### src/verilog/nettlp_config.svh
`ifndef NETTLP_CONFIG_SVH
`define NETTLP_CONFIG_SVH

// PCIe receive stream width
`define NETTLP_DATA_WIDTH 64

// Capture FIFO entries
`define NETTLP_FIFO_DEPTH 64

// Cycles before an open packet is closed
`define NETTLP_TIMEOUT_DEFAULT 500

// Register map, byte addresses
`define NETTLP_REG_CTRL     32'h0000_0000
`define NETTLP_REG_TIMEOUT  32'h0000_0004
`define NETTLP_REG_TLP_CNT  32'h0000_0008
`define NETTLP_REG_DROP_CNT 32'h0000_000C
`define NETTLP_REG_TMO_CNT  32'h0000_0010
`define NETTLP_REG_OVF_CNT  32'h0000_0014

`endif

### src/verilog/nettlp_pkg.sv
`include "nettlp_config.svh"

package nettlp_pkg;

	typedef logic [`NETTLP_DATA_WIDTH-1:0]   tdata_t;
	typedef logic [`NETTLP_DATA_WIDTH/8-1:0] tkeep_t;
	typedef logic [21:0] tuser_t;
	typedef logic [10:0] tlp_len_t;
	typedef logic [7:0]  tlp_tag_t;
	typedef logic [9:0]  dw_len_t;
	typedef logic [9:0]  timeout_t;
	typedef logic [31:0] count_t;

	// One code per supported fmt/type pair
	typedef enum logic [2:0] {
		MRD_3DW_NODATA,
		MRD_4DW_NODATA,
		MWR_3DW_DATA,
		MWR_4DW_DATA,
		CPL_NODATA,
		CPL_DATA
	} tlp_fmt_e;

	typedef enum logic [4:0] {
		MEMRW = 5'b00000,
		COMPL = 5'b01010
	} tlp_type_e;

	typedef struct packed {
		logic   tvalid;
		logic   tlast;
		tkeep_t tkeep;
		tdata_t tdata;
		tuser_t tuser;
	} rx_beat_t;

	// tlp_len and tlp_tag are only set on the first beat
	typedef struct packed {
		tlp_len_t tlp_len;
		tlp_tag_t tlp_tag;
		logic     err;
		logic     tlast;
		tkeep_t   tkeep;
		tdata_t   tdata;
		tuser_t   tuser;
	} capture_entry_t;

	typedef struct packed {
		logic tlp_done;
		logic dropped;
		logic timed_out;
		logic overflowed;
	} capture_events_t;

	typedef struct packed {
		logic [31:0] awaddr;
		logic        awvalid;
		logic [31:0] wdata;
		logic        wvalid;
		logic        bready;
		logic [31:0] araddr;
		logic        arvalid;
		logic        rready;
	} axil_req_t;

	typedef struct packed {
		logic        awready;
		logic        wready;
		logic        bvalid;
		logic [1:0]  bresp;
		logic        arready;
		logic        rvalid;
		logic [31:0] rdata;
		logic [1:0]  rresp;
	} axil_rsp_t;

endpackage

### src/verilog/tlp_capture_fsm.sv
`timescale 1ns/1ps

module tlp_capture_fsm (
	input  logic                        pcie_clk,
	input  logic                        pcie_rst,
	input  logic                        pcie_tready,
	input  nettlp_pkg::rx_beat_t        rx,
	input  logic                        enable,
	input  logic                        full,
	input  logic                        expired,
	output logic                        run,
	output logic                        wr_en,
	output nettlp_pkg::capture_entry_t  entry,
	output nettlp_pkg::capture_events_t events
);
	import nettlp_pkg::*;

	typedef enum logic [2:0] {
		IDLE,
		HEADER,
		DATA,
		DROP,
		ERR_TIMEOUT,
		ERR_FIFOFULL
	} state_e;

	localparam capture_entry_t TERMINATOR = '{tlast: 1'b1, err: 1'b1, default: '0};

	state_e   state;
	state_e   state_next;
	logic     tready_q;
	rx_beat_t rx_q;
	logic     beat_ok;
	logic     supported;
	tlp_len_t hdr_len;
	tlp_tag_t hdr_tag;
	logic     lost_last;

	always_ff @(posedge pcie_clk) begin
		if (pcie_rst) begin
			tready_q <= 1'b0;
			rx_q     <= '0;
		end else begin
			tready_q <= pcie_tready;
			rx_q     <= rx;
		end
	end

	assign beat_ok = tready_q && rx_q.tvalid;

	// Next beat still unregistered here, it carries the completion tag
	tlp_header_decode tlp_header_decode_i (
		.first_beat(rx_q),
		.next_beat (rx),
		.supported (supported),
		.tlp_len   (hdr_len),
		.tlp_tag   (hdr_tag)
	);

	always_ff @(posedge pcie_clk) begin
		if (pcie_rst)
			state <= IDLE;
		else
			state <= state_next;
	end

	// Remembers whether the packet end was already lost while full
	always_ff @(posedge pcie_clk) begin
		if (pcie_rst)
			lost_last <= 1'b0;
		else if (state != ERR_FIFOFULL)
			lost_last <= beat_ok && rx_q.tlast;
		else if (beat_ok && rx_q.tlast)
			lost_last <= 1'b1;
	end

	assign run = (state == HEADER) || (state == DATA);

	always_comb begin
		state_next    = state;
		wr_en         = 1'b0;
		events        = '0;
		entry.tlp_len = '0;
		entry.tlp_tag = '0;
		entry.err     = 1'b0;
		entry.tlast   = rx_q.tlast;
		entry.tkeep   = rx_q.tkeep;
		entry.tdata   = rx_q.tdata;
		entry.tuser   = rx_q.tuser;

		case (state)
		IDLE: begin
			if (enable && beat_ok && !rx_q.tlast) begin
				if (supported && !full) begin
					state_next    = HEADER;
					wr_en         = 1'b1;
					entry.tlp_len = hdr_len;
					entry.tlp_tag = hdr_tag;
				end else begin
					state_next     = DROP;
					events.dropped = 1'b1;
				end
			end
		end
		HEADER, DATA: begin
			if (expired) begin
				state_next = ERR_TIMEOUT;
			end else if (beat_ok) begin
				if (full) begin
					state_next = ERR_FIFOFULL;
				end else begin
					wr_en = 1'b1;
					if (rx_q.tlast) begin
						state_next      = IDLE;
						events.tlp_done = 1'b1;
					end else begin
						state_next = DATA;
					end
				end
			end
		end
		DROP: begin
			if (beat_ok && rx_q.tlast)
				state_next = IDLE;
		end
		ERR_TIMEOUT: begin
			if (!full) begin
				state_next       = IDLE;
				wr_en            = 1'b1;
				entry            = TERMINATOR;
				events.timed_out = 1'b1;
			end
		end
		ERR_FIFOFULL: begin
			if (!full) begin
				wr_en             = 1'b1;
				entry             = TERMINATOR;
				events.overflowed = 1'b1;
				if (lost_last || (beat_ok && rx_q.tlast))
					state_next = IDLE;
				else
					state_next = DROP;
			end
		end
		default: begin
			state_next = IDLE;
		end
		endcase
	end

	a_no_write_full: assert property (@(posedge pcie_clk) disable iff (pcie_rst)
		wr_en |-> !full)
		else $error("capture write while FIFO full");

	a_event_pulse: assert property (@(posedge pcie_clk) disable iff (pcie_rst)
		events != '0 |=> (events & $past(events)) == '0)
		else $error("event held longer than one cycle");

endmodule

### src/verilog/tlp_header_decode.sv
`timescale 1ns/1ps

module tlp_header_decode (
	input  nettlp_pkg::rx_beat_t first_beat,
	input  nettlp_pkg::rx_beat_t next_beat,
	output logic                 supported,
	output nettlp_pkg::tlp_len_t tlp_len,
	output nettlp_pkg::tlp_tag_t tlp_tag
);
	import nettlp_pkg::*;

	logic [2:0] fmt;
	logic [4:0] pkt_type;
	dw_len_t    length;
	tlp_len_t   data_bytes;
	tlp_fmt_e   kind;

	// DW0 sits in the low half of the first beat
	assign fmt        = first_beat.tdata[31:29];
	assign pkt_type   = first_beat.tdata[28:24];
	assign length     = first_beat.tdata[9:0];
	assign data_bytes = {length[8:0], 2'b00};

	always_comb begin
		supported = 1'b1;
		kind      = MRD_3DW_NODATA;
		case ({fmt, pkt_type})
			{3'b000, MEMRW}: kind = MRD_3DW_NODATA;
			{3'b001, MEMRW}: kind = MRD_4DW_NODATA;
			{3'b010, MEMRW}: kind = MWR_3DW_DATA;
			{3'b011, MEMRW}: kind = MWR_4DW_DATA;
			{3'b000, COMPL}: kind = CPL_NODATA;
			{3'b010, COMPL}: kind = CPL_DATA;
			default:         supported = 1'b0;
		endcase
	end

	always_comb begin
		case (kind)
			MRD_3DW_NODATA, CPL_NODATA: tlp_len = 11'd12;
			MRD_4DW_NODATA:             tlp_len = 11'd16;
			MWR_3DW_DATA, CPL_DATA:     tlp_len = data_bytes + 11'd12;
			default:                    tlp_len = data_bytes + 11'd16;
		endcase
		// Completion tag lives in DW2, carried by the second beat
		if (kind == CPL_NODATA || kind == CPL_DATA)
			tlp_tag = next_beat.tdata[15:8];
		else
			tlp_tag = first_beat.tdata[47:40];
	end

endmodule
### config.mk
export PLATFORM = sky130hd
export DESIGN_NAME = tlp_capture_fsm
export DESIGN_NICKNAME = d
export VERILOG_FILES = /design/src/verilog/nettlp_pkg.sv /design/src/verilog/tlp_capture_fsm.sv /design/src/verilog/tlp_header_decode.sv
export VERILOG_INCLUDE_DIRS = /design/src /design/src/verilog
export SDC_FILE = /design/constraint.sdc
export NUM_CORES = 1
export LEC_CHECK = 0
export BUFFER_PORTS_ARGS = -buffer_cell sky130_fd_sc_hd__buf_2
export CAP_MARGIN = 10
export CORE_MARGIN = 1.5
export CORE_UTILIZATION = 48
export CTS_CLUSTER_SIZE = 20
export DETAILED_ROUTE_END_ITERATION = 8
export PLACE_DENSITY = 0.85
export SLEW_MARGIN = 10
export SYNTH_ARGS = -nofsm -noshare
export SYNTH_HDL_FRONTEND = slang
export SYNTH_SLANG_ARGS = --single-unit
### constraint.sdc
create_clock -name pcie_clk -period 4.4 [get_ports pcie_clk]
set_clock_uncertainty 0.15 [all_clocks]
set_input_delay 0.88 -clock pcie_clk [delete_from_list [all_inputs] [get_ports pcie_clk]]
set_output_delay 0.88 -clock pcie_clk [all_outputs]
set_load 0.02 [all_outputs]
==> flow_summary.yaml <==
pwr:
  p_leak_nw: 2.59
  comb_power_share_pct: 15.4
  switching_share_pct: 27.3
  cellPowerDensity_nw_per_um2: 341
  switchingPower_mw: 0.510
  peakVddDrop_mv: 0.245
  clkPwrFrac_pct: 31.8
  internal-power_mw: 1.36
  pwr-share-seq_pct: 52.8
synthesis:
  syn_avg_cell_area_um2: 9.39
  synthArstFlopShare_pct: 0
  synth_cells: 443
  synth_cell_types: 50
  yosysSeqAreaShare_pct: 48.6
  synthesis.area_um2: 4160
  ys_ff_latch: 101
  synth_ff_type: "dfxtp_1"
  synth_edf_count: 0
  yosys_warnings: 0
clocking:
  cts_buffer_depth: 2
  cts.sinks: 101
  cts_setup_buffers: 0
  cts_resized: 0
  cts.root.buffer_cell: "clkbuf_8"
  cts_tree: "done"
  clock_insertion_delay_worst_skew_ps: 360
  h-tree-depth: 3
  path_clk_slew_ps: 100
  cts_buffers: 9
  cts_hold_buf: 0
grt:
  grt_antenna_before_repair: 0
  grt_usage_pct: 20.6
  overflow: 0
  grt_max_degree: 104
  grt_pass1_wl_mm: 14.8
  grt_pass1_vias: 3333
final_layout:
  layout_common_cells: "buf_2 (219), dfxtp_1 (101), nor2b_1 (98)"
  area_growth_syn_to_layout_pct: 31.5
  multi_input_area_um2: 1990
  layout_commonest_cell: "buf_2"
  n_antenna_cell: 0
  regArea_um2: 2020
  fin_nets: 749
  fill_cells: 704
  drive_gt1_share_pct: 38.2
worst_setup_path:
  regToRegSetupSlack_ps: 2360
  arrival_ps: 2710
  start_kind: "register"
  endpoint_kind: "primary output"
  crit_path_top_delay_cell: "a2111oi_0"
  max_stage_delay_ps: 510
  worstPathCellList: "nand3b_2 -> a2111oi_4 -> nand2_1 -> a2111oi_0 -> buf_2"
  worst-path-max-fanout: 12
  critical_path.top_delay_family: "compound AO/OA/AOI/OAI gates"
  cp.buffers_inverters: 1
  path_class: "register to primary output"
  cp_data_required_time_ps: 3370
drt:
  via_count: 3604
  wirelength_mm: 9.90
  vias_per_cell: 4.77
  first_pass_iters: 4
  ant_nets: 0
  drc: 0
  drtIter0Drc: 131
  post_drt_wl_per_cell_um: 13.1
timing:
  maxSlewHeadroom_pct: 34.3
  hold_viol: 0
  layout_min_cycle_time_ps: 3740
  layout_setup_ws_ps: 664
  drv_slew: 0
  tightest_slew_ps: 985
  fmaxAchievable_mhz: 268
  setup_viol: 0
  tns_ps: 0
  finalCritPeriodShare_pct: 84.9
  rsz0062_at_grt: "false"
floorplan:
  num_rows: 33
  die_x_um: 96.1
  pin_count: 223
  initial_utilization_pct: 50.1
  die_y_um: 96.1
  core_region_area_um2: 8300
  die_area_um2: 9240
place:
  pre_cts_ws_ps: 722
  portBuffers: 220
  routabilityCongestion: 0.854
  dp_hpwl_mm: 7.23
run_status:
  status: "finished, final reports clean"
min_path:
  hold_class: "register to register"
flow_run:
  maxCapViolations: 0
-- registers in the layout, indices dropped and copies added, names as in the netlist --
register and count:
rx_q 96, tready_q 1, state 3, lost_last 1
-- worst register-to-register path: stages (launching register included) --
cell and delay (ps):
dfxtp_1 360, or4_1 730, a211oi_1 340, o221a_2 240, o32ai_1 70
-- synthesized netlist by cell type, types with 2 or more instances --
| master | n | area (µm²) |
|---|---|---|
| a2111oi_0 | 2 | 17.5 |
| clkbuf_1 | 24 | 90.1 |
| xnor2_1 | 2 | 17.5 |
| dfxtp_1 | 101 | 2020 |
| buf_4 | 4 | 30.0 |
| a21oi_1 | 10 | 50.1 |
| nor2_1 | 18 | 67.6 |
| ha_1 | 2 | 25.0 |
| mux2i_1 | 8 | 80.1 |
| nand3_1 | 8 | 40.0 |
| a2111oi_4 | 2 | 55.1 |
| nand2b_1 | 3 | 18.8 |
| a211oi_1 | 3 | 22.5 |
| or4_1 | 3 | 22.5 |
| nor2b_1 | 98 | 613 |
| and2_1 | 90 | 563 |
| o21ai_0 | 6 | 30.0 |
| buf_2 | 2 | 10.0 |
| a31oi_1 | 3 | 18.8 |
| nand2_1 | 10 | 37.5 |
| o32ai_1 | 2 | 17.5 |
| inv_1 | 7 | 26.3 |
| or3_1 | 4 | 25.0 |
| nand4_1 | 2 | 12.5 |
| nor3_1 | 3 | 15.0 |
| xor2_1 | 2 | 17.5 |
-- stage by stage --
| stage | instances | utilization, % | area, µm² | total power, mW | hold WS (ps) |
|---|---|---|---|---|---|
| 2_1_floorplan | 444 | - | 4170 | 1.18 | 321 |
| 3_3_place_gp | 739 | 63.5 | 5270 | 1.29 | 337 |
| 3_5_place_dp | 739 | 63.5 | 5270 | 1.29 | 346 |
| 4_1_cts | 755 | 65.9 | 5470 | 1.89 | 359 |
| 5_1_grt | 755 | 65.9 | 5470 | 1.96 | 378 |
| 6_report | 755 | 65.9 | 5470 | 1.87 | 355 |
-- worst paths after layout --
| check | start | end | cells past startpoint |
|---|---|---|---|
| min reg2reg | lost_last | lost_last | 2 |
| min | lost_last | lost_last | 2 |
| max | rx_q[51] | entry[109] | 5 |
| max reg2reg | rx_q[46] | state[1] | 4 |
-- cell type report --
cell class              count  share of cell area (%)
repair buffers            220                    20.2
multi-input cells         306                    36.4
clock buffers               9                    2.26
well taps                 105                    2.40
inverters                   7                   0.480
clock inverters             7                    1.35
flip-flops and latches    101                    36.9
-- per-layer routing --
layer / part of all wire, % / vias to the layer above / global-route usage, %
met3: 8.7 / 18 / 5.45
met2: 49 / 157 / 36.0
met1: 40 / 1611 / 23.4
li1: - / 1818 / -
met5: 0 / - / 0
met4: 2.2 / 0 / 9.44
-- power groups by stage --
stage	clock [mW]	combinational (mW)	sequential [mW]
global placement	0	0.283	1.00
global route	0.652	0.316	0.990
detailed placement	0	0.289	1.01
finish	0.594	0.287	0.984
CTS	0.613	0.290	0.984
floorplan	0	0.184	0.996
-- cell families after synthesis --
family | count (synthesis) | synth area share, %
and+or+nand+nor | 251 | 36.8
DFF | 101 | 48.6
AOI/OAI and AO/OA | 38 | 7.19
buffers and inverters | 37 | 3.76
muxes | 8 | 1.92
xor gates and xnor gates | 4 | 0.842
adders and majority gates | 3 | 0.842
other | 1 | 0.0901
(Power assumes the default switching activity.)
