===== config.mk =====
export PLATFORM = sky130hd
export DESIGN_NAME = capture_timer
export DESIGN_NICKNAME = d
export VERILOG_FILES = /design/src/verilog/nettlp_pkg.sv /design/src/verilog/capture_timer.sv
export VERILOG_INCLUDE_DIRS = /design/src /design/src/verilog
export SDC_FILE = /design/constraint.sdc
export NUM_CORES = 1
export LEC_CHECK = 0
export BUFFER_PORTS_ARGS = -buffer_cell sky130_fd_sc_hd__buf_4
export CAP_MARGIN = 20
export CORE_MARGIN = 2
export CORE_UTILIZATION = 45
export DETAILED_ROUTE_END_ITERATION = 8
export PLACE_DENSITY = 0.76
export SYNTH_ARGS = -nofsm -noshare
export SYNTH_HDL_FRONTEND = slang
export SYNTH_SLANG_ARGS = --single-unit

===== constraint.sdc =====
create_clock -name pcie_clk -period 4.75 [get_ports pcie_clk]
set_input_delay 0.2375 -clock pcie_clk [delete_from_list [all_inputs] [get_ports pcie_clk]]
set_output_delay 0.2375 -clock pcie_clk [all_outputs]
set_load 0.01 [all_outputs]

===== src/verilog/nettlp_config.svh =====
`ifndef NETTLP_CONFIG_SVH
`define NETTLP_CONFIG_SVH

// PCIe receive stream width
`define NETTLP_DATA_WIDTH 64

// Capture FIFO entries
`define NETTLP_FIFO_DEPTH 64

// Cycles before an open packet is closed
`define NETTLP_TIMEOUT_DEFAULT 500

// Register map, byte addresses
`define NETTLP_REG_CTRL     32'h0000_0000
`define NETTLP_REG_TIMEOUT  32'h0000_0004
`define NETTLP_REG_TLP_CNT  32'h0000_0008
`define NETTLP_REG_DROP_CNT 32'h0000_000C
`define NETTLP_REG_TMO_CNT  32'h0000_0010
`define NETTLP_REG_OVF_CNT  32'h0000_0014

`endif


===== src/verilog/nettlp_pkg.sv =====
`include "nettlp_config.svh"

package nettlp_pkg;

	typedef logic [`NETTLP_DATA_WIDTH-1:0]   tdata_t;
	typedef logic [`NETTLP_DATA_WIDTH/8-1:0] tkeep_t;
	typedef logic [21:0] tuser_t;
	typedef logic [10:0] tlp_len_t;
	typedef logic [7:0]  tlp_tag_t;
	typedef logic [9:0]  dw_len_t;
	typedef logic [9:0]  timeout_t;
	typedef logic [31:0] count_t;

	// One code per supported fmt/type pair
	typedef enum logic [2:0] {
		MRD_3DW_NODATA,
		MRD_4DW_NODATA,
		MWR_3DW_DATA,
		MWR_4DW_DATA,
		CPL_NODATA,
		CPL_DATA
	} tlp_fmt_e;

	typedef enum logic [4:0] {
		MEMRW = 5'b00000,
		COMPL = 5'b01010
	} tlp_type_e;

	typedef struct packed {
		logic   tvalid;
		logic   tlast;
		tkeep_t tkeep;
		tdata_t tdata;
		tuser_t tuser;
	} rx_beat_t;

	// tlp_len and tlp_tag are only set on the first beat
	typedef struct packed {
		tlp_len_t tlp_len;
		tlp_tag_t tlp_tag;
		logic     err;
		logic     tlast;
		tkeep_t   tkeep;
		tdata_t   tdata;
		tuser_t   tuser;
	} capture_entry_t;

	typedef struct packed {
		logic tlp_done;
		logic dropped;
		logic timed_out;
		logic overflowed;
	} capture_events_t;

	typedef struct packed {
		logic [31:0] awaddr;
		logic        awvalid;
		logic [31:0] wdata;
		logic        wvalid;
		logic        bready;
		logic [31:0] araddr;
		logic        arvalid;
		logic        rready;
	} axil_req_t;

	typedef struct packed {
		logic        awready;
		logic        wready;
		logic        bvalid;
		logic [1:0]  bresp;
		logic        arready;
		logic        rvalid;
		logic [31:0] rdata;
		logic [1:0]  rresp;
	} axil_rsp_t;

endpackage


===== src/verilog/capture_timer.sv =====
`timescale 1ns/1ps

module capture_timer (
	input  logic                 pcie_clk,
	input  logic                 pcie_rst,
	input  logic                 run,
	input  nettlp_pkg::timeout_t limit,
	output logic                 expired
);
	import nettlp_pkg::*;

	timeout_t count;

	always_ff @(posedge pcie_clk) begin
		if (pcie_rst || !run)
			count <= '0;
		else if (count > limit)
			count <= limit;  // limit lowered mid-packet
		else if (count != limit)
			count <= count + 1'b1;
	end

	assign expired = run && (count == limit);

	a_count_bounded: assert property (@(posedge pcie_clk) disable iff (pcie_rst)
		run && $stable(limit) |-> count <= limit)
		else $error("timeout count passed its limit");

endmodule


==> results by group, run 1 <==
Global routing
  • Largest net degree at the start of global routing: 24
  • Global Route Usage Sum: 0.181
  • Vias in the first global route: 870
  • First-pass GRT wire length: 3550 um
  • Remaining global-route overflow: 0
  • Antenna violations before repair: 0

Timing
  • Unrepaired setup endpoints after global routing: no
  • Crit path time final: 2.43 ns
  • Final setup viols: 0
  • Layout Skew: 0.00348 ns
  • Final setup margin: 2.32 ns
  • Actual slew at the worst max-slew pin: 0.628 ns
  • Slew margin rel.: 0.581
  • Hold Violations, Final: 0
  • Fin Setup TNS: 0 ns
  • Max frequency: 412 MHz
  • WHS: 0.268 ns
  • Final Cycle Share: 0.512
  • Max-slew violation count: 0

Logic synthesis
  • Avg Synthesized Cell Area: 8.03 um2
  • Yosys reg bits: 10
  • Synth unique cells: 34
  • Top FF cell, synth: dfxtp_1
  • Synth Net Count: 142
  • Mapped cell area: 947 um2
  • Syn Inst Count: 118
  • Synth area leader: dfxtp_1
  • Fraction of registers with async set/reset: 0
  • EDFF count, synth: 0
  • Area contributors post-synth: dfxtp_1 (21%), ha_1 (15%), nand3_1 (7.4%)
  • Sequential-to-total area share from yosys stat: 0.211
  • Synth Warn #: 0
  • Synth top area share: 0.211

Detailed routing
  • Antenna-violating nets left: 0
  • Routed len/inst: 12.7 um
  • DR iter-0 viols: 12
  • Post-Route WL: 2020 um
  • DRC: 0
  • Drt first pass iters: 4
  • Vias post-DR: 887
  • Vias per cell: 5.58

Outcome
  • Status: complete, no violations

Finish
  • Layout filler cell count: 188
  • Synth-to-layout area growth: 16.4%
  • Layout net count: 157
  • Top reg by flops: count
  • Register area: 200 um2
  • # diodes: 0
  • Largest registers: count: 10 flops
  • Max FFs per register: 10
  • Footprint of the multi-input gates: 667 um2
  • Commonest non-fill, non-tap cells in the layout: nand3_1 (14), buf_4 (14), inv_1 (13)
  • Share of layout cells above drive strength 1: 0.235

Power
  • Part of the power in registers: 0.453
  • Net Sw Frac: 0.241
  • PwrDens: 171 mW/mm2
  • Pint: 0.143 mW
  • Clock share of power: 0.421
  • Maximum VDD drop: 199 uV
  • Comb power frac: 0.126
  • P_leak: 0.453 nW
  • P_sw: 0.0454 mW

Clocking
  • Clock-pin slew of the registers on the worst-case setup and hold paths: 0.07 ns
  • Post-CTS Setup Inserts: 0
  • # clock sinks: 10
  • CTS root buffer: clkbuf_4
  • Number of buffers created by CTS: 3
  • CTS tree: done
  • H-tree Lvls: 1
  • Clock Latency Late Sink: 0.27 ns
  • Hold-fix buffers at CTS: 0
  • Post-cts resize count: 0
  • Clock Tree Buf Depth: 2

Hold path
  • Hold path cells: 3
  • Hold path start: limit[0]
  • Hold Crit Endpoint: count[0]
  • Hold Path Class: primary input to register

Place
  • Final HPWL from detailed placement: 1530 um
  • Port Buf Inserts: 13
  • Post-place setup slack: 2.23 ns
  • GP Congestion: 0.804

Setup path
  • Crit-path cells: ha_1, nand4_1, a221oi_2, a2111oi_4, buf_4, o21ai_0, a221oi_1
  • Crit path required time: 4.92 ns
  • CP Launch Type: register
  • Critical R2R Launch: count[5]
  • Crit-path slowest cell: a2111oi_4
  • Crit path DAT: 2.60 ns
  • Crit end category: register
  • Reg2Reg Depth: 7
  • Crit path max-delay family: compound AO/OA/AOI/OAI gates
  • RR Endpoint: count[0]
  • Reg2Reg Setup Slack: 2.32 ns
  • Worst path max stage delay: 0.63 ns
  • CP Class: register to register
  • CP max FO: 13
  • CP bufs+invs: 1

Floorplanning
  • Die Wd: 49.9 um
  • Die ar.: 0.00249 mm2
  • FP Rows: 16
  • Core ar.: 0.00198 mm2
  • Io pins: 14
  • Die H: 49.9 um
  • Initial Util: 0.478

Flow run
  • Max-Cap Viols: 0
==> stage by stage <==
| stage | cell area (um2) | util | total power [mW] | std cells |
|---|---|---|---|---|
| after floorplan | 947 | - | 0.100 | 118 |
| after global placement | 1050 | 0.532 | 0.110 | 154 |
| after detailed placement | 1050 | 0.532 | 0.111 | 154 |
| after CTS | 1090 | 0.551 | 0.192 | 158 |
| after global routing | 1100 | 0.556 | 0.198 | 159 |
| final | 1100 | 0.556 | 0.189 | 159 |
==> worst register-to-register path, cell delays in order (launching register included) <==
cell and delay [ns]:
dfxtp_1 0.44, ha_1 0.29, nand4_1 0.17, a221oi_2 0.11
a2111oi_4 0.63, buf_4 0.31, o21ai_0 0.09, a221oi_1 0.29
==> power by group through the flow <==
stage	clock network, mW	registers [mW]	logic [mW]
2_1_floorplan	0	0.0872	0.0129
3_3_place_gp	0	0.0874	0.0227
3_5_place_dp	0	0.0874	0.0238
4_1_cts	0.0824	0.0854	0.0241
5_1_grt	0.0859	0.0855	0.0270
6_report	0.0793	0.0854	0.0238
==> synthesized netlist by cell type (3+ instances only) <==
| library cell | instances |
|---|---|
| nand3_1 | 14 |
| ha_1 | 11 |
| dfxtp_1 | 10 |
| inv_1 | 13 |
| a31oi_1 | 4 |
| nor2_1 | 8 |
| nand2_1 | 11 |
| nand4_1 | 3 |
| o31a_1 | 3 |
| a41oi_2 | 3 |
| or3_2 | 3 |
| or4b_1 | 3 |
==> layout make-up <==
cell class | instances | share of cell area
clock buffers | 4 | 0.0329
inverters | 13 | 0.0443
multi-input cells | 90 | 0.605
flip-flops and latches | 10 | 0.182
well taps | 27 | 0.0306
repair buffers | 15 | 0.106
==> cells by family after synthesis <==
group                      Yosys count  synth area share
and+or+nand+nor                     56             0.317
AOI/OAI and AO/OA                   21             0.215
buffers and inverters               18            0.0898
adders and majority gates           11             0.145
DFF                                 10             0.211
muxes                                2            0.0211
==> metal layers <==
layer	up-vias	wire length (um)	track usage
met1	411	936	0.199
met3	2	69	0.0455
li1	460	-	-
met5	-	0	0
met4	0	8	0.0139
met2	14	1010	0.356
==> how the worst max path moves through the flow <==
stage | endpoint | cells past startpoint | from
final | count[0] | 7 | count[5]
after floorplan | count[7] | 6 | count[5]
after global placement | expired | 7 | limit[9]
after CTS | expired | 5 | count[9]
after detailed placement | expired | 7 | limit[9]
after global routing | count[0] | 7 | count[8]
Note: power is estimated with default switching activity, not from simulation.
==> inputs of run 2 (changes only) <==
==> constraint.sdc (replaced) <==
create_clock -name pcie_clk -period 2.4 [get_ports pcie_clk]
set_input_delay 0.12 -clock pcie_clk [delete_from_list [all_inputs] [get_ports pcie_clk]]
set_output_delay 0.12 -clock pcie_clk [all_outputs]
set_load 0.01 [all_outputs]
==> run 2 against run 1 <==
  * Non-clock buffer count is 4 higher
  * Die area stayed put
  * Design area is 6.6% higher
  * Maximum frequency is 9.2% higher
  * Sequential power is 98% higher
  * Hold slack worse by 0.14 ns
  * Via count is 4.1% higher
  * Clock skew is 0.0012 ns lower
  * Critical path depth is 1 lower
  * Worst setup slack worse by 2.1 ns
  * Utilization is 3.7 points higher
  * Largest power group unchanged
==> results by group, run 2 (same netlist as run 1, synthesis figures left out) <==
Power
  • Maximum VDD drop: 312 uV
  • PwrDens: 322 mW/mm2
  • P_leak: 0.490 nW

Floorplanning
  • Die H: 49.9 um
  • Die ar.: 0.00249 mm2
  • Core ar.: 0.00198 mm2
  • Die Wd: 49.9 um
  • Io pins: 14
  • Initial Util: 0.478
  • FP Rows: 16

Clocking
  • Clock Latency Late Sink: 0.28 ns
  • Clock-pin slew of the registers on the worst-case setup and hold paths: 0.07 ns
  • H-tree Lvls: 1
  • # clock sinks: 10
  • CTS root buffer: clkbuf_4
  • Number of buffers created by CTS: 3
  • Clock Tree Buf Depth: 2
  • CTS tree: done

Place
  • Post-place setup slack: 0.137 ns
  • GP Congestion: 0.843
  • Port Buf Inserts: 13
  • Final HPWL from detailed placement: 1540 um

Hold path
  • Hold Crit Endpoint: count[2]
  • Hold path start: pcie_rst
  • Hold Path Class: primary input to register
  • Hold path cells: 3

Timing
  • Final setup margin: 0.175 ns
  • Slew margin rel.: 0.689
  • Final setup viols: 0
  • Max-slew violation count: 0
  • Unrepaired setup endpoints after global routing: no
  • Max frequency: 449 MHz
  • Crit path time final: 2.23 ns
  • Hold Violations, Final: 0
  • Final Cycle Share: 0.927
  • Layout Skew: 0.00231 ns
  • Actual slew at the worst max-slew pin: 0.466 ns
  • Fin Setup TNS: 0 ns

Setup path
  • Reg2Reg Depth: 6
  • RR Endpoint: count[7]
  • Reg2Reg Setup Slack: 0.17 ns
  • Worst path max stage delay: 0.45 ns
  • Crit-path slowest cell: a221oi_4
  • Crit path required time: 2.60 ns
  • CP Launch Type: register
  • Critical R2R Launch: count[4]
  • CP max FO: 6
  • Crit. Startpoint: count[4]
  • Crit path DAT: 2.42 ns
  • Crit-path cells: ha_1, nand4_1, a221oi_4, a2111oi_2, or3_2, a41oi_2
  • Crit end category: register
  • CP Class: register to register

Global routing
  • Global Route Usage Sum: 0.177
  • Remaining global-route overflow: 0
  • Antenna violations before repair: 0
  • First-pass GRT wire length: 3390 um
  • Vias in the first global route: 786
  • Largest net degree at the start of global routing: 14

Detailed routing
  • DR iter-0 viols: 15
  • Vias post-DR: 923
  • Drt first pass iters: 6
  • Vias per cell: 5.63
  • Antenna-violating nets left: 0
  • Post-Route WL: 2140 um
  • DRC: 0
  • Routed len/inst: 13.1 um

Finish
  • Synth-to-layout area growth: 24.0%
  • Max FFs per register: 10
  • Commonest non-fill, non-tap cells in the layout: buf_4 (18), nand3_1 (14), inv_1 (13)
  • Share of layout cells above drive strength 1: 0.277
  • Top reg by flops: count
  • # diodes: 0
  • Largest registers: count: 10 flops
  • Commonest non-fill, non-tap cell in the layout: buf_4
  • Layout net count: 162
  • Layout filler cell count: 186

Outcome
  • Status: complete, no violations

Flow run
  • Max-Cap Viols: 0
==> run 2: changes by cell type in the layout (fill, tap and decap cells not counted) <==
cell / before / now
a21oi_2: 1 / 2
buf_4: 14 / 18
a221oi_4: 0 / 1
a2111oi_2: 0 / 1
a221oi_2: 1 / 0
a21oi_1: 2 / 1
a211oi_1: 2 / 1
a211oi_4: 0 / 1
==> run 2: what timing repair did <==
action / CTS / global route
buffers inserted: 0 / 1
endpoints found under the setup margin: 0 / 6
hold buffers: 0 / 0
gates resized for setup: 0 / 5
==> run 2: worst max path at each step <==
stage | to | slack [ns] | cells past startpoint
3_3_place_gp | count[0] | 0.19 | 7
5_1_grt | count[7] | 0.02 | 6
3_5_place_dp | count[7] | 0.14 | 6
4_1_cts | count[7] | 0.12 | 6
2_1_floorplan | count[7] | 0.41 | 6
6_report | count[7] | 0.17 | 6
==> run 2: worst max-delay path, delay by kind of cell (launching register included) <==
kind                     cells  cell delay [ns]
AO/OA/AOI/OAI                3             0.76
AND/OR/NAND/NOR              2             0.67
adder cells (fa/ha/maj)      1             0.36
flip-flops                   1             0.36
==> run 2: layout make-up <==
class / count / area [um2] / area share
Timing Repair Buffer: 19 / 146 / 0.125
Inverter: 13 / 48.8 / 0.0415
Sequential cell: 10 / 200 / 0.170
Tap cell: 27 / 33.8 / 0.0288
Clock buffer: 4 / 36.3 / 0.0309
Multi-Input combinational cell: 91 / 709 / 0.604
==> run 2: per-stage QoR <==
step	util	hold WS [ns]	area, um2	total power, mW	instances
final	0.593	0.131	1170	0.378	164
after global routing	0.593	0.152	1170	0.396	164
after CTS	0.566	0.125	1120	0.379	162
after detailed placement	0.547	0.422	1080	0.219	158
after global placement	0.547	0.420	1080	0.218	158
after floorplan	-	0.288	947	0.198	118
==> run 2: power by group <==
group / total [mW] / switching, mW / leakage [nW] / internal [mW]
clock network: 0.159 / 0.0662 / 0.0210 / 0.0924
registers: 0.169 / 0.00178 / 0.0808 / 0.168
logic: 0.0504 / 0.0259 / 0.388 / 0.0246
total: 0.378 / 0.0938 / 0.490 / 0.284
==> run 2: routing by layer <==
metal,GRT usage,vias to the layer above,share of wire
met5,0,-,0
met4,0.0880,0,0.019
met3,0.0273,5,0.033
met2,0.293,18,0.47
met1,0.221,428,0.47
li1,-,472,-
==> inputs of run 3 (changes only) <==
--- a/config.mk
+++ b/config.mk
@@ -6,6 +6,7 @@
 export SDC_FILE = /design/constraint.sdc
 export NUM_CORES = 1
 export LEC_CHECK = 0
+export ABC_AREA = 1
 export BUFFER_PORTS_ARGS = -buffer_cell sky130_fd_sc_hd__buf_4
 export CAP_MARGIN = 20
 export CORE_MARGIN = 2
==> run 3 against run 2 <==
  * Critical path depth increased by 2
  * Final cell count grew 32%
  * Global-route usage increased by 1.8 points
  * Sequential power barely moved
  * Hold slack better by 0.019 ns
  * Sequential cell count is the same
  * Maximum frequency up 18%
  * Synthesized cell count rose by 47%
  * Combinational power is 16% higher
  * Register-to-register slack better by 0.33 ns
  * Utilization shrank 5.0 points
==> results by group, run 3 <==
Timing
  • Actual slew at the worst max-slew pin: 0.488 ns
  • Slew margin rel.: 0.674
  • Fin Setup TNS: 0 ns
  • Max frequency: 528 MHz
  • Final setup viols: 0
  • WHS: 0.150 ns
  • Crit path time final: 1.89 ns
  • Layout Skew: 0.00719 ns
  • Hold Violations, Final: 0
  • Unrepaired setup endpoints after global routing: no
  • Max-slew violation count: 0
  • Final Cycle Share: 0.789

Global routing
  • Vias in the first global route: 974
  • Global Route Usage Sum: 0.195
  • Remaining global-route overflow: 0
  • First-pass GRT wire length: 3950 um
  • Antenna violations before repair: 0
  • Largest net degree at the start of global routing: 15

Setup path
  • Worst path max stage delay: 0.42 ns
  • CP max FO: 12
  • CP Launch Type: register
  • Crit-path slowest cell: nand4_1
  • Crit-path cells: ha_1, nand2_1, nor2_4, nand4_1, nand2_1, nand2_1, nand2_1, a21oi_1
  • Crit path required time: 2.54 ns
  • Cell mode on critical path: nand2_1
  • CP Class: register to register
  • Crit end category: register
  • Crit path DAT: 2.04 ns

Power
  • Clock share of power: 0.408
  • Comb power frac: 0.151
  • Net Sw Frac: 0.255
  • PwrDens: 321 mW/mm2
  • P_sw: 0.0983 mW
  • Maximum VDD drop: 209 uV
  • Pint: 0.287 mW
  • P_leak: 0.733 nW
  • Part of the power in registers: 0.440

Clocking
  • H-tree Lvls: 1
  • Post-cts resize count: 0
  • Clock Latency Late Sink: 0.27 ns
  • Post-CTS Setup Inserts: 0
  • Number of buffers created by CTS: 3
  • CTS tree: done
  • Clock Tree Buf Depth: 2
  • Hold-fix buffers at CTS: 0
  • CTS root buffer: clkbuf_4
  • # clock sinks: 10
  • Clock-pin slew of the registers on the worst-case setup and hold paths: 0.07 ns

Outcome
  • Status: complete, no violations

Place
  • GP Congestion: 0.903
  • Port Buf Inserts: 13
  • DP Area: 0.00116 mm2
  • Final HPWL from detailed placement: 1950 um
  • # placed instances: 213

Logic synthesis
  • Top FF cell, synth: dfxtp_1
  • Synth Warn #: 0
  • Syn Inst Count: 174
  • Avg Synthesized Cell Area: 6.04 um2
  • Synth area leader: dfxtp_1
  • Mapped cell area: 0.00105 mm2
  • Synth top cells by count: nand2_1 (52), inv_1 (39), nor2_1 (16), nand3_1 (12), ha_1 (11)
  • Fraction of registers with async set/reset: 0
  • Synth unique cells: 21
  • Sequential-to-total area share from yosys stat: 0.190
  • Synth Net Count: 198
  • Area contributors post-synth: dfxtp_1 (19%), nand2_1 (19%), inv_1 (14%)
  • Synth top area share: 0.190
  • EDFF count, synth: 0
  • Yosys reg bits: 10
  • Most common cell in the netlist: nand2_1

Finish
  • Commonest non-fill, non-tap cells in the layout: nand2_1 (52), inv_1 (39), nor2_1 (16)
  • Max FFs per register: 10
  • Final std cells w/o fill: 217
  • Synth-to-layout area growth: 14.2%
  • Share of layout cells above drive strength 1: 0.148
  • Top reg by flops: count
  • Largest registers: count: 10 flops
  • # diodes: 0
  • Register area: 200 um2
  • Cell area after layout: 0.00120 mm2
  • Footprint of the multi-input gates: 681 um2
  • Finished Core Util: 0.542
  • Layout filler cell count: 231
  • Commonest non-fill, non-tap cell in the layout: nand2_1
  • Layout net count: 214

Hold path
  • Hold Path Class: primary input to register

Detailed routing
  • Antenna-violating nets left: 0
  • Vias post-DR: 1064
  • DR iter-0 viols: 29
  • Vias per cell: 4.90
  • Drt first pass iters: 4
  • Routed len/inst: 10.8 um
  • DRC: 0
  • Post-Route WL: 2350 um

Floorplanning
  • Initial Util: 0.475
  • Io pins: 14
  • FP Rows: 17
  • Die ar.: 0.00274 mm2
  • Die H: 52.3 um
  • Die Wd: 52.3 um
  • Core ar.: 0.00221 mm2

Flow run
  • Max-Cap Viols: 0
[run 3: cell count changes after synthesis, moves of 3 or more]
cell / previous run / this run
xor2_1: 0 / 4
a21oi_1: 2 / 10
or4b_1: 3 / 0
or3_2: 3 / 0
inv_1: 13 / 39
nand2_1: 11 / 52
a31oi_1: 4 / 0
nor2_1: 8 / 16
a41oi_2: 3 / 0
o31a_1: 3 / 0
[run 3: worst max-delay path: cells and delay by family, from the launching register on]
kind / cells / cell delay, ns
AO/OA/AOI/OAI: 1 / 0.05
adder cells (fa/ha/maj): 1 / 0.32
flip-flops: 1 / 0.38
AND/OR/NAND/NOR: 6 / 1.02
[run 3: final timing paths]
check | start | endpoint | slack [ns] | cells past startpoint
worst max-delay path | count[3] | count[3] | 0.51 | 8
worst min-delay path | pcie_rst | count[2] | 0.15 | 4
worst min register to register | count[8] | count[8] | 0.52 | 2
worst max register to register | count[3] | count[3] | 0.51 | 8
[run 3: layout make-up]
cell class                      instances  area share
Multi-Input combinational cell        122       0.567
Timing Repair Buffer                   13      0.0813
Inverter                               40       0.125
Sequential cell                        10       0.167
Clock buffer                            4      0.0302
Tap cell                               28      0.0292
[run 3: cell families (layout without fill, tap and decap cells)]
group,after synthesis,count (layout),share of synthesized area
simple gates,92,92,0.401
buf+inv,42,57,0.162
compound gates,15,15,0.0821
fa+ha+maj,11,11,0.131
flops,10,10,0.190
xor+xnor,4,4,0.0333
[run 3: layer usage]
| metal | track usage | part of all wire |
|---|---|---|
| met2 | 0.335 | 0.48 |
| met5 | 0 | 0 |
| met3 | 0.0371 | 0.049 |
| met4 | 0.103 | 0.018 |
| met1 | 0.226 | 0.46 |
[run 3: metrics by stage]
| step | worst slack [ns] | total power, mW |
|---|---|---|
| after floorplan | 0.928 | 0.208 |
| after global placement | 0.617 | 0.230 |
| after detailed placement | 0.536 | 0.232 |
| after CTS | 0.521 | 0.386 |
| after global routing | 0.333 | 0.405 |
| final | 0.506 | 0.385 |
[run 3: power groups by stage]
stage / Clock (mW) / Combinational (mW) / Sequential, mW
floorplan: 0 / 0.0353 / 0.173
global placement: 0 / 0.0565 / 0.173
detailed placement: 0 / 0.0586 / 0.173
CTS: 0.158 / 0.0589 / 0.169
global route: 0.169 / 0.0663 / 0.170
finish: 0.157 / 0.0583 / 0.170
