`src/verilog/nettlp_config.svh`:
```
`ifndef NETTLP_CONFIG_SVH
`define NETTLP_CONFIG_SVH

// PCIe receive stream width
`define NETTLP_DATA_WIDTH 64

// Capture FIFO entries
`define NETTLP_FIFO_DEPTH 64

// Cycles before an open packet is closed
`define NETTLP_TIMEOUT_DEFAULT 500

// Register map, byte addresses
`define NETTLP_REG_CTRL     32'h0000_0000
`define NETTLP_REG_TIMEOUT  32'h0000_0004
`define NETTLP_REG_TLP_CNT  32'h0000_0008
`define NETTLP_REG_DROP_CNT 32'h0000_000C
`define NETTLP_REG_TMO_CNT  32'h0000_0010
`define NETTLP_REG_OVF_CNT  32'h0000_0014

`endif

```
`src/verilog/nettlp_pkg.sv`:
```
`include "nettlp_config.svh"

package nettlp_pkg;

	typedef logic [`NETTLP_DATA_WIDTH-1:0]   tdata_t;
	typedef logic [`NETTLP_DATA_WIDTH/8-1:0] tkeep_t;
	typedef logic [21:0] tuser_t;
	typedef logic [10:0] tlp_len_t;
	typedef logic [7:0]  tlp_tag_t;
	typedef logic [9:0]  dw_len_t;
	typedef logic [9:0]  timeout_t;
	typedef logic [31:0] count_t;

	// One code per supported fmt/type pair
	typedef enum logic [2:0] {
		MRD_3DW_NODATA,
		MRD_4DW_NODATA,
		MWR_3DW_DATA,
		MWR_4DW_DATA,
		CPL_NODATA,
		CPL_DATA
	} tlp_fmt_e;

	typedef enum logic [4:0] {
		MEMRW = 5'b00000,
		COMPL = 5'b01010
	} tlp_type_e;

	typedef struct packed {
		logic   tvalid;
		logic   tlast;
		tkeep_t tkeep;
		tdata_t tdata;
		tuser_t tuser;
	} rx_beat_t;

	// tlp_len and tlp_tag are only set on the first beat
	typedef struct packed {
		tlp_len_t tlp_len;
		tlp_tag_t tlp_tag;
		logic     err;
		logic     tlast;
		tkeep_t   tkeep;
		tdata_t   tdata;
		tuser_t   tuser;
	} capture_entry_t;

	typedef struct packed {
		logic tlp_done;
		logic dropped;
		logic timed_out;
		logic overflowed;
	} capture_events_t;

	typedef struct packed {
		logic [31:0] awaddr;
		logic        awvalid;
		logic [31:0] wdata;
		logic        wvalid;
		logic        bready;
		logic [31:0] araddr;
		logic        arvalid;
		logic        rready;
	} axil_req_t;

	typedef struct packed {
		logic        awready;
		logic        wready;
		logic        bvalid;
		logic [1:0]  bresp;
		logic        arready;
		logic        rvalid;
		logic [31:0] rdata;
		logic [1:0]  rresp;
	} axil_rsp_t;

endpackage

```
`src/verilog/capture_regs.sv`:
```
`timescale 1ns/1ps
`include "nettlp_config.svh"

module capture_regs (
	input  logic                        pcie_clk,
	input  logic                        pcie_rst,
	input  nettlp_pkg::axil_req_t       axil_req,
	output nettlp_pkg::axil_rsp_t       axil_rsp,
	input  nettlp_pkg::capture_events_t events,
	output logic                        enable,
	output nettlp_pkg::timeout_t        timeout_limit
);
	import nettlp_pkg::*;

	logic        awready, wready, bvalid;
	logic        arready, rvalid;
	logic        aw_seen, w_seen;
	logic [31:0] aw_addr, w_data;
	logic [31:0] rdata, rd_value;
	logic        do_write, clear;
	count_t      tlp_cnt, drop_cnt, tmo_cnt, ovf_cnt;

	function automatic count_t sat_inc(input count_t value, input logic hit);
		return (hit && value != '1) ? value + 1'b1 : value;
	endfunction

	assign do_write = aw_seen && w_seen && !bvalid;
	assign clear    = do_write && (aw_addr == `NETTLP_REG_CTRL) && w_data[1];

	// AW and W are accepted independently
	always_ff @(posedge pcie_clk) begin
		if (pcie_rst) begin
			awready <= 1'b0;
			wready  <= 1'b0;
			bvalid  <= 1'b0;
			aw_seen <= 1'b0;
			w_seen  <= 1'b0;
		end else begin
			awready <= axil_req.awvalid && !awready && !aw_seen;
			wready  <= axil_req.wvalid && !wready && !w_seen;
			if (axil_req.awvalid && awready)
				aw_seen <= 1'b1;
			if (axil_req.wvalid && wready)
				w_seen <= 1'b1;
			if (do_write) begin
				aw_seen <= 1'b0;
				w_seen  <= 1'b0;
				bvalid  <= 1'b1;
			end else if (bvalid && axil_req.bready) begin
				bvalid <= 1'b0;
			end
		end
	end

	always_ff @(posedge pcie_clk) begin
		if (axil_req.awvalid && awready)
			aw_addr <= axil_req.awaddr;
		if (axil_req.wvalid && wready)
			w_data <= axil_req.wdata;
	end

	always_ff @(posedge pcie_clk) begin
		if (pcie_rst) begin
			enable        <= 1'b1;
			timeout_limit <= timeout_t'(`NETTLP_TIMEOUT_DEFAULT);
		end else if (do_write) begin
			if (aw_addr == `NETTLP_REG_CTRL)
				enable <= w_data[0];
			if (aw_addr == `NETTLP_REG_TIMEOUT)
				timeout_limit <= w_data[$bits(timeout_t)-1:0];
		end
	end

	always_ff @(posedge pcie_clk) begin
		if (pcie_rst || clear) begin
			tlp_cnt  <= '0;
			drop_cnt <= '0;
			tmo_cnt  <= '0;
			ovf_cnt  <= '0;
		end else begin
			tlp_cnt  <= sat_inc(tlp_cnt, events.tlp_done);
			drop_cnt <= sat_inc(drop_cnt, events.dropped);
			tmo_cnt  <= sat_inc(tmo_cnt, events.timed_out);
			ovf_cnt  <= sat_inc(ovf_cnt, events.overflowed);
		end
	end

	always_comb begin
		case (axil_req.araddr)
			`NETTLP_REG_CTRL:     rd_value = {31'b0, enable};
			`NETTLP_REG_TIMEOUT:  rd_value = 32'(timeout_limit);
			`NETTLP_REG_TLP_CNT:  rd_value = tlp_cnt;
			`NETTLP_REG_DROP_CNT: rd_value = drop_cnt;
			`NETTLP_REG_TMO_CNT:  rd_value = tmo_cnt;
			`NETTLP_REG_OVF_CNT:  rd_value = ovf_cnt;
			default:              rd_value = '0;
		endcase
	end

	// Read data is held until the master takes it
	always_ff @(posedge pcie_clk) begin
		if (pcie_rst) begin
			arready <= 1'b0;
			rvalid  <= 1'b0;
		end else begin
			arready <= axil_req.arvalid && !arready && !rvalid;
			if (axil_req.arvalid && arready)
				rvalid <= 1'b1;
			else if (rvalid && axil_req.rready)
				rvalid <= 1'b0;
		end
	end

	always_ff @(posedge pcie_clk) begin
		if (axil_req.arvalid && arready)
			rdata <= rd_value;
	end

	always_comb begin
		axil_rsp.awready = awready;
		axil_rsp.wready  = wready;
		axil_rsp.bvalid  = bvalid;
		axil_rsp.bresp   = 2'b00;
		axil_rsp.arready = arready;
		axil_rsp.rvalid  = rvalid;
		axil_rsp.rdata   = rdata;
		axil_rsp.rresp   = 2'b00;
	end

endmodule

```
`config.mk`:
```
export PLATFORM = sky130hd
export DESIGN_NAME = capture_regs
export DESIGN_NICKNAME = d
export VERILOG_FILES = /design/src/verilog/nettlp_pkg.sv /design/src/verilog/capture_regs.sv
export VERILOG_INCLUDE_DIRS = /design/src /design/src/verilog
export SDC_FILE = /design/constraint.sdc
export NUM_CORES = 1
export LEC_CHECK = 0
export ABC_AREA = 1
export BUFFER_PORTS_ARGS = -buffer_cell sky130_fd_sc_hd__clkbuf_2
export CORE_MARGIN = 4
export CORE_UTILIZATION = 50
export CTS_CLUSTER_SIZE = 28
export DETAILED_ROUTE_END_ITERATION = 10
export GPL_TIMING_DRIVEN = 0
export PLACE_DENSITY = 0.7
export SLEW_MARGIN = 5
export SYNTH_ARGS = -nofsm -noshare
export SYNTH_HDL_FRONTEND = slang
export SYNTH_SLANG_ARGS = --single-unit
```
`constraint.sdc`:
```
create_clock -name pcie_clk -period 2 [get_ports pcie_clk]
set_input_delay 0.1 -clock pcie_clk [delete_from_list [all_inputs] [get_ports pcie_clk]]
set_output_delay 0.1 -clock pcie_clk [all_outputs]
set_load 0.05 [all_outputs]
```
==> results of run 1 <==
-- worst max-delay path: stages (launching register included) --
cell     delay (ns)
dfxtp_2        0.39
ha_2           0.21
nand2_2        0.07
nor2_4         0.22
nand2_4        0.11
nor2_8         0.17
nand3_4        0.16
nand2_8        0.14
buf_12         0.14
nand2_1        0.07
a21oi_2        0.13
-- cell usage in the layout, fill, tap and decap left out, types with 26 or more instances in the layout --
master and count:
nand2_1 656, nor2_1 361, nand3_1 223, inv_1 185, dfxtp_1 133, clkbuf_2 130, a21oi_1 89, edfxtp_1 74
dlygate4sd3_1 54, buf_2 26
-- power by group --
group          leakage, nW  switching [mW]  internal (mW)
clock network        0.400            1.94           2.93
registers             1.91          0.0349           4.67
logic                 3.90           0.329          0.225
-- state kept, by name, indices dropped and copies added (netlist names) --
| register | flops |
|---|---|
| aw_addr | 32 |
| drop_cnt | 32 |
| ovf_cnt | 32 |
| rdata | 32 |
| tlp_cnt | 32 |
| tmo_cnt | 32 |
| timeout_limit | 10 |
| w_data | 10 |
| arready | 1 |
| aw_seen | 1 |
| awready | 1 |
| bvalid | 1 |
| enable | 1 |
| rvalid | 1 |
| w_seen | 1 |
| wready | 1 |
-- repair_timing --
action                                  4_1_cts  5_1_grt
hold buffers                                 54        0
endpoints found under the setup margin       40      118
buffers inserted                              1        4
endpoints found under the hold margin        61        0
gates resized for setup                       5       32
pin swaps                                     1        3
-- logic make-up (layout without fill, tap and decap cells) --
group / after synthesis / in the layout / synth area share
other: 1 / 5 / 0.0002860
AO/OA/AOI/OAI: 121 / 121 / 0.04981
XOR/XNOR: 38 / 38 / 0.02538
flip-flops: 220 / 220 / 0.3924
adder cells (fa/ha/maj): 4 / 4 / 0.003817
AND/OR/NAND/NOR: 1356 / 1356 / 0.4413
buffers and inverters: 258 / 493 / 0.08703
-- layout make-up --
type,count,area (um2)
Fill cell,2443,10160
Multi-Input combinational cell,1523,6920
Sequential cell,220,5161
Timing Repair Buffer,189,1229
Inverter,195,732.0
Clock buffer,26,629.4
Buffer,63,424.2
Tap cell,335,419.2
Clock inverter,20,232.7
Antenna cell,1,2.502
-- final timing paths --
kind / slack (ns) / to / startpoint
setup reg to reg: 0.11 / ovf_cnt[15] / ovf_cnt[0]
hold / removal: 0.05 / tlp_cnt[19] / events[3]
hold reg to reg: 0.45 / timeout_limit[2] / w_data[2]
setup / recovery: 0.11 / ovf_cnt[15] / ovf_cnt[0]
-- metrics by stage --
stage          TNS [ns]  area [um2]  worst slack, ns
4_1_cts               0       15620        0.0007589
2_1_floorplan         0       13120           0.3475
6_report              0       15750           0.1120
5_1_grt        -0.08963       15750         -0.03169
3_3_place_gp    -0.2886       14190         -0.02339
3_5_place_dp    -0.3416       14190         -0.02827
-- layer usage --
metal  vias up  wire [um]  global-route usage
li1       6763          -                   -
met4         0       1933              0.1139
met1      6192      17930              0.3848
met3       115       2814             0.03763
met2       514      19810              0.4892
met5         -          0                   0
==> run_summary.xml, run 1 <==
<?xml version="1.0" encoding="UTF-8"?>
<metrics>
  <group name="drt">
    <metric name="wire_per_inst" unit="um">16.52</metric>
    <metric name="post_drt_via_cell_ratio" unit="">5.281</metric>
    <metric name="drt_drc_violations_left" unit="">0</metric>
    <metric name="drt_wl_total" unit="mm">42.49</metric>
    <metric name="ant_nets" unit="">0</metric>
    <metric name="detail_route.iter0.violations" unit="">1492</metric>
    <metric name="dr_total_vias" unit="">13580</metric>
    <metric name="drtPass1Iterations" unit="">6</metric>
  </group>
  <group name="floorplanning">
    <metric name="num_rows" unit="">59</metric>
    <metric name="die_width" unit="um">169.9</metric>
    <metric name="dieArea" unit="um2">28880</metric>
    <metric name="starting_density_of_the_core" unit="">0.5060</metric>
    <metric name="pin_count" unit="">159</metric>
    <metric name="die_height" unit="um">169.9</metric>
    <metric name="floorplan.core_area" unit="um2">25910</metric>
  </group>
  <group name="sta">
    <metric name="slew_violations" unit="">0</metric>
    <metric name="worst_slew_pin_slew" unit="ns">1.202</metric>
    <metric name="fin_crit_share" unit="">0.9440</metric>
    <metric name="report.final.setup_viol" unit="">0</metric>
    <metric name="worst_slew_margin_relative_to_its_limit" unit="">0.1976</metric>
    <metric name="fin_worst_hold_slack" unit="ns">0.04589</metric>
    <metric name="hold_viol_final" unit="">0</metric>
    <metric name="period_needed" unit="ns">1.888</metric>
    <metric name="max_clock_freq" unit="MHz">529.7</metric>
    <metric name="final.setup_skew" unit="ns">0.01844</metric>
    <metric name="grt_setup_unrepaired" unit="">yes</metric>
  </group>
  <group name="logic_synthesis">
    <metric name="syn_inst" unit="">1998</metric>
    <metric name="dominantRegCellSynth" unit="">dfxtp_1</metric>
    <metric name="post-synth-top-area-cell" unit="">dfxtp_1</metric>
    <metric name="synth_top_area_frac" unit="">0.2229</metric>
    <metric name="post_synth_edffs" unit="">74</metric>
    <metric name="synthArstFlopShare" unit="">0</metric>
    <metric name="leading_post_synthesis_cells_by_instance_count" unit="">657 x nand2_1, 366 x nor2_1, 224 x nand3_1</metric>
    <metric name="yosys.cell_count.top_type" unit="">nand2_1</metric>
    <metric name="synth.yosys.warnings" unit="">0</metric>
    <metric name="yosys_register_bits" unit="">220</metric>
    <metric name="syn_area" unit="um2">13110</metric>
    <metric name="synth_area_per_cell" unit="um2">6.562</metric>
    <metric name="synth.lib_cells_used.distinct" unit="">39</metric>
    <metric name="synth_top_cells_by_area" unit="">dfxtp_1 22%, nand2_1 19%, edfxtp_1 17%, nor2_1 10%, nand3_1 8.6%</metric>
    <metric name="synth_sequential_area_ratio" unit="">0.3924</metric>
  </group>
  <group name="global_route">
    <metric name="antenna_found_initial" unit="">1</metric>
    <metric name="maximum_number_of_pins_on_one_net_before_global_route_repair" unit="">34</metric>
    <metric name="grt_pass1_vias" unit="">12740</metric>
    <metric name="grt_pass1_wl" unit="mm">67.70</metric>
    <metric name="total_routing_resource_utilization_after_global_routing" unit="">0.2916</metric>
    <metric name="grt_overflow_total" unit="">0</metric>
  </group>
  <group name="outcome">
    <metric name="run_status" unit="">completed</metric>
  </group>
  <group name="pwr">
    <metric name="power.static_leakage" unit="nW">6.217</metric>
    <metric name="power.density" unit="nW/um2">642.7</metric>
    <metric name="peakVddDrop" unit="mV">0.9595</metric>
    <metric name="report.power.total" unit="mW">10.12</metric>
  </group>
  <group name="clock_network">
    <metric name="cts_tree" unit="">done</metric>
    <metric name="max-clock-path-buffers" unit="">3</metric>
    <metric name="cts.root.buffer_cell" unit="">clkbuf_16</metric>
    <metric name="htree_levels" unit="">1</metric>
    <metric name="tritoncts.num_buffers" unit="">25</metric>
    <metric name="tritoncts_num_sinks" unit="">220</metric>
    <metric name="insertion_delay" unit="ns">0.54</metric>
    <metric name="clk_pin_slew" unit="ns">0.06</metric>
  </group>
  <group name="critical_path">
    <metric name="worst_ep_required_time" unit="ns">2.47</metric>
    <metric name="worst_r2r_path_depth" unit="">10</metric>
    <metric name="critPathMaxFanout" unit="">10</metric>
    <metric name="critPathCaptureType" unit="">flip-flop</metric>
    <metric name="crit_arrival" unit="ns">2.36</metric>
    <metric name="worst_setup_path_start_kind" unit="">flip-flop</metric>
    <metric name="crit_type" unit="">reg -&gt; reg</metric>
  </group>
  <group name="job">
    <metric name="drv_cap" unit="">0</metric>
  </group>
  <group name="finish">
    <metric name="post_route_cells_drive_above_1_share" unit="">0.1453</metric>
    <metric name="post-route-util" unit="">0.6079</metric>
    <metric name="num-nets-final" unit="">2328</metric>
    <metric name="final-instance-count-excl-fill" unit="">2572</metric>
    <metric name="area_growth_from_synthesis_to_final_layout" unit="%">20.13</metric>
  </group>
  <group name="hold_path">
    <metric name="min_delay_path_depth" unit="">5</metric>
    <metric name="hold_path_class" unit="">in -&gt; reg</metric>
  </group>
  <group name="placed_design">
    <metric name="io_buffers" unit="">130</metric>
    <metric name="place_hpwl" unit="mm">32.15</metric>
    <metric name="placed_cells_incl_taps" unit="">2466</metric>
    <metric name="gp_routability_congestion" unit="">1.031</metric>
  </group>
</metrics>
No activity file was read; power rests on OpenSTA's default activity.
==> run 2: changes to the inputs <==
--- a/config.mk
+++ b/config.mk
@@ -13,7 +13,7 @@
 export CTS_CLUSTER_SIZE = 28
 export DETAILED_ROUTE_END_ITERATION = 10
 export GPL_TIMING_DRIVEN = 0
-export PLACE_DENSITY = 0.7
+export PLACE_DENSITY = 0.74
 export SLEW_MARGIN = 5
 export SYNTH_ARGS = -nofsm -noshare
 export SYNTH_HDL_FRONTEND = slang
==> run 2 against run 1 <==
  * Cell area rose by 0.68%
  * Critical endpoint is now ovf_cnt[14]
  * Cell count barely moved
  * Wire length rose by 2.1%
  * Clock skew rose by 0.0040 ns
  * Utilization rose by 0.41 points
  * Global-route usage rose by 0.47 points
  * Critical path type unchanged
  * Combinational power rose by 1%
  * Critical path depth did not move
  * Power rose by 2.5%
  * Setup slack got worse by 0.042 ns
==> run_summary.xml, run 2 (synthesis results as in run 1) <==
<?xml version="1.0" encoding="UTF-8"?>
<metrics>
  <group name="finish">
    <metric name="num_antenna_cells" unit="">0</metric>
    <metric name="most_frequent_cells_in_the_layout" unit="">656 x nand2_1, 360 x nor2_1, 223 x nand3_1</metric>
    <metric name="post_route_cells_drive_above_1_share" unit="">0.1519</metric>
    <metric name="layout.cell_area.non_filler" unit="um2">15860</metric>
    <metric name="final_common_cell" unit="">nand2_1</metric>
    <metric name="area_growth_from_synthesis_to_final_layout" unit="%">20.94</metric>
    <metric name="num-nets-final" unit="">2330</metric>
    <metric name="final-instance-count-excl-fill" unit="">2574</metric>
  </group>
  <group name="pwr">
    <metric name="power.static_leakage" unit="nW">6.284</metric>
    <metric name="peakVddDrop" unit="mV">0.7766</metric>
    <metric name="report.power.total" unit="mW">10.37</metric>
    <metric name="power.density" unit="nW/um2">654.1</metric>
  </group>
  <group name="sta">
    <metric name="worst_slew_margin_relative_to_its_limit" unit="">0.2012</metric>
    <metric name="report.final.setup_viol" unit="">0</metric>
    <metric name="max_clock_freq" unit="MHz">518.0</metric>
    <metric name="slew_violations" unit="">0</metric>
    <metric name="final.setup_skew" unit="ns">0.02248</metric>
    <metric name="period_needed" unit="ns">1.930</metric>
    <metric name="worst_slew_pin_slew" unit="ns">1.197</metric>
    <metric name="fin_crit_share" unit="">0.9652</metric>
    <metric name="timing.final.ws_setup" unit="ns">0.06966</metric>
    <metric name="grt_setup_unrepaired" unit="">yes</metric>
    <metric name="timing.setup.tns" unit="ns">0</metric>
    <metric name="hold_viol_final" unit="">0</metric>
  </group>
  <group name="drt">
    <metric name="drt_wl_total" unit="mm">43.39</metric>
    <metric name="drt_drc_violations_left" unit="">0</metric>
    <metric name="detail_route.iter0.violations" unit="">1241</metric>
    <metric name="wire_per_inst" unit="um">16.86</metric>
    <metric name="ant_nets" unit="">0</metric>
    <metric name="drtPass1Iterations" unit="">5</metric>
    <metric name="dr_total_vias" unit="">13690</metric>
    <metric name="post_drt_via_cell_ratio" unit="">5.319</metric>
  </group>
  <group name="floorplanning">
    <metric name="dieArea" unit="um2">28880</metric>
    <metric name="starting_density_of_the_core" unit="">0.5060</metric>
    <metric name="die_height" unit="um">169.9</metric>
    <metric name="num_rows" unit="">59</metric>
    <metric name="floorplan.core_area" unit="um2">25910</metric>
    <metric name="pin_count" unit="">159</metric>
    <metric name="die_width" unit="um">169.9</metric>
  </group>
  <group name="critical_path">
    <metric name="launch_instance_of_the_worst_register_to_register_path" unit="">ovf_cnt[1]</metric>
    <metric name="cp_slowest_cell" unit="">dfxtp_2</metric>
    <metric name="crit_arrival" unit="ns">2.41</metric>
    <metric name="crit_type" unit="">reg -&gt; reg</metric>
    <metric name="cp_top_family" unit="">simple AND/OR/NAND/NOR gates</metric>
    <metric name="worst_ep_required_time" unit="ns">2.48</metric>
    <metric name="critPathMaxFanout" unit="">10</metric>
    <metric name="worst_r2r_path_depth" unit="">10</metric>
    <metric name="worst_path_largest_cell_delay" unit="ns">0.36</metric>
    <metric name="crit_buf_inv" unit="">1</metric>
    <metric name="reg2reg_slack" unit="ns">0.07</metric>
    <metric name="crit_path_cells" unit="">ha_2 -&gt; nand2_2 -&gt; nor2_4 -&gt; nand2_4 -&gt; nor2_8 -&gt; nand3_4 -&gt; nand2_8 -&gt; buf_12 -&gt; nand2_1 -&gt; a21oi_2</metric>
    <metric name="rr_endpoint" unit="">ovf_cnt[14]</metric>
    <metric name="critPathCaptureType" unit="">flip-flop</metric>
    <metric name="worst_setup_path_start_kind" unit="">flip-flop</metric>
  </group>
  <group name="placed_design">
    <metric name="place_hpwl" unit="mm">33.01</metric>
    <metric name="pre_cts_ws" unit="ns">-0.1287</metric>
    <metric name="io_buffers" unit="">130</metric>
    <metric name="post_dp_cell_area" unit="um2">14190</metric>
    <metric name="placed_cells_incl_taps" unit="">2466</metric>
    <metric name="gp_routability_congestion" unit="">1.005</metric>
  </group>
  <group name="global_route">
    <metric name="maximum_number_of_pins_on_one_net_before_global_route_repair" unit="">34</metric>
    <metric name="antenna_found_initial" unit="">1</metric>
    <metric name="grt_overflow_total" unit="">0</metric>
    <metric name="grt_pass1_wl" unit="mm">68.74</metric>
    <metric name="total_routing_resource_utilization_after_global_routing" unit="">0.2964</metric>
    <metric name="grt_pass1_vias" unit="">13080</metric>
  </group>
  <group name="clock_network">
    <metric name="clk_pin_slew" unit="ns">0.06</metric>
    <metric name="tritoncts_num_sinks" unit="">220</metric>
    <metric name="cts.root.buffer_cell" unit="">clkbuf_16</metric>
    <metric name="tritoncts.num_buffers" unit="">26</metric>
    <metric name="max-clock-path-buffers" unit="">3</metric>
    <metric name="htree_levels" unit="">1</metric>
    <metric name="cts_tree" unit="">done</metric>
    <metric name="insertion_delay" unit="ns">0.55</metric>
  </group>
  <group name="outcome">
    <metric name="run_status" unit="">completed</metric>
  </group>
  <group name="hold_path">
    <metric name="min_delay_path_depth" unit="">4</metric>
    <metric name="hold_path.startpoint" unit="">events[3]</metric>
    <metric name="hold_path_class" unit="">in -&gt; reg</metric>
    <metric name="whs_endpoint" unit="">tlp_cnt[19]</metric>
  </group>
  <group name="job">
    <metric name="drv_cap" unit="">0</metric>
  </group>
</metrics>
==> run 2: power breakdown <==
part           internal [mW]  leakage [nW]  switching [mW]  total (mW)
sequential              4.67          1.92          0.0337        4.70
clock                   3.11         0.454            2.00        5.11
combinational          0.230          3.91           0.332       0.562
total                   8.01          6.28            2.36        10.4
==> run 2: final cells by class <==
cell class | instances | area [um2]
plain buffers | 63 | 440.4
clock buffers | 32 | 724.4
clock inverters | 16 | 214.0
fillers | 2427 | 10050
inverters | 195 | 732.0
multi-input cells | 1523 | 6925
flip-flops and latches | 220 | 5165
well taps | 335 | 419.2
repair buffers | 190 | 1236
==> run 2: tightest hold or removal path, delay by kind of cell <==
family,cells,cell delay (ns)
AND/OR/NAND/NOR,3,0.24
buffers and inverters,1,0.19
==> run 2: repair_timing <==
action	in CTS	in global routing
setup endpoints to repair	55	126
setup buffers	1	5
pin swaps	1	5
endpoints found under the hold margin	61	0
hold buffers	54	0
resized for setup	6	42
==> run 2: how the worst max path moves through the flow <==
stage / start / endpoint / slack, ns / cells after the start
CTS: tmo_cnt[0] / tmo_cnt[27] / 0.003 / 11
finish: ovf_cnt[1] / ovf_cnt[14] / 0.07 / 10
floorplan: tlp_cnt[0] / tlp_cnt[15] / 0.35 / 11
global route: tmo_cnt[0] / tmo_cnt[25] / -0.02 / 9
global placement: axil_req[17] / rdata[19] / -0.13 / 9
detailed placement: axil_req[17] / rdata[19] / -0.13 / 9
==> run 2: routing by layer <==
metal	share of wire	vias up	GRT usage
met5	0	-	0
met4	0.043	0	0.1118
met3	0.070	105	0.02811
met2	0.47	556	0.5051
met1	0.42	6274	0.3925
li1	-	6757	-
==> run 2: per-stage QoR <==
step | hold slack, ns | util
after floorplan | 0.1691 | -
after global placement | 0.2772 | 0.5477
after detailed placement | 0.2786 | 0.5477
after CTS | 0.005999 | 0.6061
after global routing | 0.02342 | 0.6120
final | 0.02286 | 0.6120
